**src/icache_defines.svh**
```systemverilog
`ifndef ICACHE_DEFINES_SVH
`define ICACHE_DEFINES_SVH

// cache geometry

// banks, selected by address bits 3:2
`define ICACHE_NUM_BANKS 4

// one-word lines per bank
`define ICACHE_LINES 16

// bus widths

// fetch and memory address
`define ICACHE_ADDR_W 32

// instruction word
`define ICACHE_DATA_W 32

`endif

```
**src/icache_pkg.sv**
```systemverilog
`include "icache_defines.svh"

package icache_pkg;

    // address split: tag | index | bank select | byte offset
    localparam int OFFSET_W = $clog2(`ICACHE_DATA_W / 8);
    localparam int BSEL_W = $clog2(`ICACHE_NUM_BANKS);
    localparam int INDEX_W = $clog2(`ICACHE_LINES);
    localparam int TAG_W = `ICACHE_ADDR_W - OFFSET_W - BSEL_W - INDEX_W;

    typedef logic [BSEL_W-1:0] bank_sel_t;
    typedef logic [INDEX_W-1:0] index_t;
    typedef logic [TAG_W-1:0] tag_t;

    // one cache entry, 57 bits
    typedef struct packed {
        logic valid;
        tag_t tag;
        logic [`ICACHE_DATA_W-1:0] data;
    } line_t;

    typedef enum logic [1:0] {
        IDLE,
        COMPARE,
        ALLOCATE,
        RESPOND
    } bank_state_t;

    function automatic bank_sel_t addr_bank(input logic [`ICACHE_ADDR_W-1:0] addr);
        return addr[OFFSET_W +: BSEL_W];
    endfunction

    function automatic index_t addr_index(input logic [`ICACHE_ADDR_W-1:0] addr);
        return addr[OFFSET_W + BSEL_W +: INDEX_W];
    endfunction

    function automatic tag_t addr_tag(input logic [`ICACHE_ADDR_W-1:0] addr);
        return addr[`ICACHE_ADDR_W-1 -: TAG_W];
    endfunction

endpackage

```
**src/icache_if.sv**
```systemverilog
`timescale 1ns/1ps
`include "icache_defines.svh"

// dispatcher to bank, one fetch at a time
interface icache_bank_if;

    // one-cycle strobe from the dispatcher
    logic req_valid;
    logic [`ICACHE_ADDR_W-1:0] req_addr;

    // one-cycle answer from the bank
    logic resp_valid;
    logic [`ICACHE_DATA_W-1:0] resp_data;

    modport dispatch (
        output req_valid,
        output req_addr,
        input resp_valid,
        input resp_data
    );

    modport bank (
        input req_valid,
        input req_addr,
        output resp_valid,
        output resp_data
    );

endinterface

// bank miss request to the memory arbiter
interface icache_mem_if;

    // level, held until resp_ready
    logic req_valid;
    logic [`ICACHE_ADDR_W-1:0] req_addr;

    logic resp_ready;
    logic [`ICACHE_DATA_W-1:0] resp_data;

    modport bank (
        output req_valid,
        output req_addr,
        input resp_ready,
        input resp_data
    );

    modport arbiter (
        input req_valid,
        input req_addr,
        output resp_ready,
        output resp_data
    );

endinterface

```
**src/icache_bank.sv**
```systemverilog
`timescale 1ns/1ps
`include "icache_defines.svh"

module icache_bank (
    input logic clk,
    input logic rst,
    icache_bank_if.bank bank,
    icache_mem_if.bank mem
);

    icache_pkg::line_t lines [`ICACHE_LINES];

    icache_pkg::bank_state_t state_q;
    icache_pkg::bank_state_t state_d;

    logic [`ICACHE_ADDR_W-1:0] addr_q;
    icache_pkg::index_t req_index;
    icache_pkg::tag_t req_tag;
    icache_pkg::line_t rd_line;
    logic hit;
    logic fill;

    assign req_index = icache_pkg::addr_index(addr_q);
    assign req_tag = icache_pkg::addr_tag(addr_q);
    assign rd_line = lines[req_index];
    assign hit = rd_line.valid && (rd_line.tag == req_tag);

    assign fill = (state_q == icache_pkg::ALLOCATE) && mem.resp_ready;

    always_comb
    begin
        state_d = state_q;
        case (state_q)
            icache_pkg::IDLE:
            begin
                if (bank.req_valid)
                begin
                    state_d = icache_pkg::COMPARE;
                end
            end
            icache_pkg::COMPARE:
            begin
                state_d = hit ? icache_pkg::IDLE : icache_pkg::ALLOCATE;
            end
            icache_pkg::ALLOCATE:
            begin
                if (mem.resp_ready)
                begin
                    state_d = icache_pkg::RESPOND;
                end
            end
            icache_pkg::RESPOND:
            begin
                state_d = icache_pkg::IDLE;
            end
            default:
            begin
                state_d = icache_pkg::IDLE;
            end
        endcase
    end

    always_ff @(posedge clk)
    begin
        if (rst)
        begin
            state_q <= icache_pkg::IDLE;
        end
        else
        begin
            state_q <= state_d;
        end
    end

    // fetch address, held until the answer goes out
    always_ff @(posedge clk)
    begin
        if (state_q == icache_pkg::IDLE && bank.req_valid)
        begin
            addr_q <= bank.req_addr;
        end
    end

    // only the valid bits are cleared, tag and data stay
    always_ff @(posedge clk)
    begin
        if (rst)
        begin
            for (int i = 0; i < `ICACHE_LINES; i++)
            begin
                lines[i].valid <= 1'b0;
            end
        end
        else if (fill)
        begin
            lines[req_index] <= '{valid: 1'b1, tag: req_tag, data: mem.resp_data};
        end
    end

    // hit answers from COMPARE, miss from RESPOND after the fill
    assign bank.resp_valid = (state_q == icache_pkg::COMPARE && hit)
        || (state_q == icache_pkg::RESPOND);
    assign bank.resp_data = rd_line.data;

    assign mem.req_valid = (state_q == icache_pkg::ALLOCATE);
    assign mem.req_addr = {addr_q[`ICACHE_ADDR_W-1:2], 2'b00};

    // an answer follows either a strobe (hit) or a memory fill
    a_resp_cause: assert property (@(posedge clk) disable iff (rst)
        bank.resp_valid |-> $past(bank.req_valid) || $past(mem.resp_ready));

    a_mem_hold: assert property (@(posedge clk) disable iff (rst)
        mem.req_valid && !mem.resp_ready |=> mem.req_valid && $stable(mem.req_addr));

endmodule

```
**src/flat_wrapper.sv**
```systemverilog
// flat-port wrapper written by rule: the top's interface ports become plain ports
module icache_bank_flat 
  (clk, rst, bank_req_valid, bank_req_addr, bank_resp_valid, bank_resp_data, mem_req_valid, mem_req_addr, mem_resp_ready, mem_resp_data);
  icache_bank_if bank_i ();
  icache_mem_if mem_i ();
  input logic clk;
  input logic rst;
  input wire logic [$bits(bank_i.req_valid)-1:0] bank_req_valid;
  input wire logic [$bits(bank_i.req_addr)-1:0] bank_req_addr;
  output wire logic [$bits(bank_i.resp_valid)-1:0] bank_resp_valid;
  output wire logic [$bits(bank_i.resp_data)-1:0] bank_resp_data;
  output wire logic [$bits(mem_i.req_valid)-1:0] mem_req_valid;
  output wire logic [$bits(mem_i.req_addr)-1:0] mem_req_addr;
  input wire logic [$bits(mem_i.resp_ready)-1:0] mem_resp_ready;
  input wire logic [$bits(mem_i.resp_data)-1:0] mem_resp_data;
  assign bank_i.req_valid = bank_req_valid;
  assign bank_i.req_addr = bank_req_addr;
  assign bank_resp_valid = bank_i.resp_valid;
  assign bank_resp_data = bank_i.resp_data;
  assign mem_req_valid = mem_i.req_valid;
  assign mem_req_addr = mem_i.req_addr;
  assign mem_i.resp_ready = mem_resp_ready;
  assign mem_i.resp_data = mem_resp_data;
  icache_bank u_core (.clk(clk), .rst(rst), .bank(bank_i), .mem(mem_i));
endmodule
```
**config.mk**
```make
export PLATFORM = sky130hd
export DESIGN_NAME = icache_bank_flat
export DESIGN_NICKNAME = d
export VERILOG_FILES = /design/src/icache_pkg.sv /design/src/icache_if.sv /design/src/icache_bank.sv /design/src/flat_wrapper.sv
export VERILOG_INCLUDE_DIRS = /design/src
export SDC_FILE = /design/constraint.sdc
export NUM_CORES = 1
export LEC_CHECK = 0
export BUFFER_PORTS_ARGS = -buffer_cell sky130_fd_sc_hd__buf_2
export CORE_MARGIN = 3
export CORE_UTILIZATION = 40
export CTS_CLUSTER_DIAMETER = 80
export DETAILED_ROUTE_END_ITERATION = 6
export PLACE_DENSITY = 0.65
export SYNTH_ARGS = -nofsm -noshare
export SYNTH_HDL_FRONTEND = slang
export SYNTH_SLANG_ARGS = --single-unit
```
**constraint.sdc**
```tcl
create_clock -name clk -period 12.05 [get_ports clk]
set_clock_uncertainty 0.1 [all_clocks]
set_input_delay 0.6025 -clock clk [delete_from_list [all_inputs] [get_ports clk]]
set_output_delay 0.6025 -clock clk [all_outputs]
set_load 0.01 [all_outputs]
```
=== Word-level counts from Yosys, hierarchy flattened ===
Memory sizes are Yosys's and may differ from the RTL's. A register that Yosys moved wholly into a read port is not among the register bits.
Cells that the tools add are included.

* Flip-flop bits (word level): 34
* RAM bits: 912
* Input bits: 68
* Output and inout bits: 66
* Memories kept: 1

* Equal/unequal tests: 6
* Mux-type cells: 13
* Reductions and logical operators: 8

{| class="wikitable"
|+ Memory list
! memory !! words !! width !! read ports !! clocked after Yosys merged registers in !! wr ports !! line !! source
|-
| u_core.lines || 16 || 57 || 1 || 1 || 16 || icache_bank.sv:11 || <nowiki>icache_pkg::line_t lines [`ICACHE_LINES];</nowiki>
|}

{| class="wikitable"
|+ Operators by type and width
! operator !! count
|-
| 57-bit two-way mux || 1
|-
| 57-bit OR reduction || 1
|-
| 24-bit == test || 1
|-
| 2-bit two-way mux || 4
|-
| 4-bit two-way mux || 2
|-
| 2-bit one-hot mux with 4 select lines || 1
|-
| 1-bit two-way mux || 5
|-
| 2-bit == test (second input constant) || 2
|-
| 1-bit logical AND || 4
|-
| 2-bit by 1-bit == test with 1-bit output (second input constant) || 1
|-
| 2-bit zero test || 1
|-
| 2-bit by 1-bit != test with 1-bit output (second input constant) || 1
|-
| 2-bit != test (second input constant) || 1
|-
| 2-bit AND reduction || 1
|-
| 1-bit logical OR || 1
|}

=== Longest topological paths before layout ===
* Depth in word-level cells: 7
* Depth in mapped cells: 12
* Mapped depth without buffers: 8

=== Worst setup path after synthesis ===
Ideal clock, no wire load.

* Path type: input to register
* Start point: input port rst
* End point: memory u_core.lines[12][0] (netlist bit) (enable)
* Setup time: 0.470 ns
* Data arrival time: 3.872 ns
* Data required time: 11.480 ns
* Path slack: 7.608 ns
* Stages on the path: 6
* Cell sequence: clkbuf_1 -> nor2_1 -> nand3_1 -> or3_1 -> clkbuf_1 -> nor2_1

{| class="wikitable"
|+ RTL lines
! what !! line !! source
|-
| start: declaration || flat_wrapper.sv:7 || <nowiki>input logic rst;</nowiki>
|-
| end: declaration || icache_bank.sv:11 ||
|}

==> run metrics <==
f_max=about 160 MHz; clk sinks=between 900 and 1,000; Final Power=7.12 mW; initial antenna violation count=4; drt wl/cell=roughly 26 um; DRC Markers=0; top cells by area, synth=edfxtp_1 (77%), mux4_2 (15%), mux2i_1 (1.5%); Synth Register Bits=roughly 950; Final Cycle Share=approximately 52%; Root Driver=clkbuf_16; area leader, netlist=edfxtp_1; P&R area growth vs syn=14.7%; CTS max path bufs=3; Vias/cell=around 5.5; Worst Setup End Kind=output port; DRT Pass-1 Iters=5; Slew Viols, Final=0; fin nets=roughly 1,800; H-tree levels=3; die footprint=0.0938 mm2; antenna-violating nets left=0; status=finished clean; top routing layer in use=met4; synthesized area per cell=approximately 24 um2; met2 routed WL=38,500 um; largest net degree at the start of global routing=151; area post-placement=about 0.038 mm2; Cell Area, Synth=0.0361 mm2; grt total ovfl=0; Synth top area share=77.1%; Post-synth EDFFs=~930; Netlist cell types=50; die width=306 um; CTS resizes=0; Syn. warnings=0; initial drt markers=1,537; # rows=around 110; most frequent cell after synthesis=edfxtp_1; asr flop ratio synth=0%; critical-path maximum fanout=between 40 and 50; GRT Total Usage=between 15 and 20%; clock-pin slew on the worst setup and hold paths=approximately 60 ps; port buffer count=129; Hold WC Path Type=in -> reg; setup violation total in the final timing report=0; Worst Path Class, Setup=reg -> out; max incr delay on CP=830 ps; TritonCTS Buffers=around 100; RSZ-0062 raised after global routing=false; CP Data Arrival Time=5570 ps; worst-path cell chain=buf_4 > buf_4 > buf_4 > nor2b_1 > a22oi_1 > nand3_1 > a211oi_1 > o2111ai_1 > a211oi_1 > nand4_1 > nand2_1 > buf_2; CORE AREA=0.0889 mm2; commonest cells in the synthesized netlist=edfxtp_1 (926), mux4_2 (242), mux2i_1 (55), buf_2 (30), nor2_1 (26); Fin Setup TNS=0 ps; CP startpoint kind=register; final hold viol count=0; Max transition margin=between 20% and 30%; Met3 Wirelength=4700 um; first-pass GRT wire length=115,000 um; post-synthesis sequential area ratio=about 78%; CP max stage cell=buf_4; vias in the first global route=17,400; Die Y=between 300 and 400 um; synthesized instance count=roughly 1,500; Least-Margin Pin Slew=1100 ps; DRT Wirelength=78,200 um; TritonCTS clock tree=done; VDD IR-drop max=about 0.13 mV; ys flop type=edfxtp_1; RePlAce Congestion=0.729; met1 wire length=around 34,000 um; Final Instance Area=0.0414 mm2; Clock Latency Late Sink=approximately 640 ps; fin crit period=between 6000 and 7000 ps; CP dominant cell by count=buf_4; Initial Util=40.5%; Leak Pwr=13.1 nW; PwrDens=about 170 mW/mm2; required time of the critical path=about 11,000 ps; layout cell share with drive strength beyond 1=about a third; Ports=134; total of max-cap violations=0; DP HPWL=roughly 40,000 um; DR vias=approximately 16,000
## worst paths after layout
check | start | end | slack, ps | depth (start not counted)
setup reg to reg | register | register | 6950 | 11
hold / removal | bank_req_addr[22] | u_core.addr_q[22] | 50 | 1
setup / recovery | register | bank_resp_valid | 5770 | 12
hold reg to reg | u_core.lines[5][56] | u_core.lines[5][56] | 360 | 2
## timing repair
action / in CTS / in global routing
hold endpoints to repair: 22 / 0
setup endpoints to repair: 0 / 0
hold buffers: 22 / 0
buffers inserted: 0 / 0
## sequential cells by signal, indices dropped and copies added, names as in the netlist, named ones only
signal / count
u_core.lines: 912
u_core.addr_q: 30
u_core.state_q: 1
## layout make-up
type                       instances  area (um2)
inverter                          19        72.6
clock buffer                     117        2620
multi-input combinational        486        7460
antenna                            3        7.51
clock inverter                    55         407
timing repair buffer             179        1090
tap                             1165        1460
fill                            7258       47600
sequential                       948       28300
## cell families after synthesis
kind of cell | Yosys count | share of synthesized area, %
buffers and inverters | 95 | 1.32
DFF | 948 | 78.3
xor gates and xnor gates | 26 | 0.632
other | 1 | 0.0104
AOI/OAI and AO/OA | 65 | 1.32
and+or+nand+nor | 82 | 1.17
muxes | 311 | 17.2
## report_power, final
| part | switching (mW) | total (mW) | internal, mW |
|---|---|---|---|
| combinational | 0.296 | 0.579 | 0.283 |
| sequential | 0.0512 | 3.70 | 3.65 |
| clock | 1.21 | 2.84 | 1.63 |
| total | 1.56 | 7.12 | 5.56 |
## per-layer routing
metal | up-vias | global-route usage [%]
met2 | 556 | 27.3
met3 | 115 | 2.97
met4 | 0 | 3.92
li1 | 6930 | -
met5 | - | 0
met1 | 8869 | 23.7
## cells in the final DEF, fill, tap and decap left out, drive strengths merged, types with 7 or more instances in the layout
| cell type | instances |
|---|---|
| buf | 157 |
| nand2 | 13 |
| edfxtp | 926 |
| mux4 | 245 |
| inv | 25 |
| nor2 | 26 |
| xnor2 | 19 |
| mux2i | 55 |
| dlygate4sd3 | 22 |
| clkinv | 43 |
| o22ai | 23 |
| dfxtp | 22 |
| mux2 | 11 |
| a22oi | 12 |
| xor2 | 7 |
| clkbuf | 117 |
## per-stage QoR
stage / utilization, % / std cells / setup slack [ps] / hold WS, ps
floorplan: - / 1529 / 7610 / 337
global placement: 42.9 / 2775 / 6320 / 345
CTS: 46.5 / 2969 / 5590 / 5.52
detailed placement: 42.9 / 2775 / 6290 / 352
global route: 46.5 / 2969 / 5140 / 20.5
finish: 46.5 / 2972 / 5770 / 49.6
## critical path: cells and delay by family, from the launching register on
kind                   cells  cell delay (ps)
buffers and inverters      4             2540
AO/OA/AOI/OAI              4              940
flip-flops                 1              530
AND/OR/NAND/NOR            4              840
(Power assumes the default switching activity.)
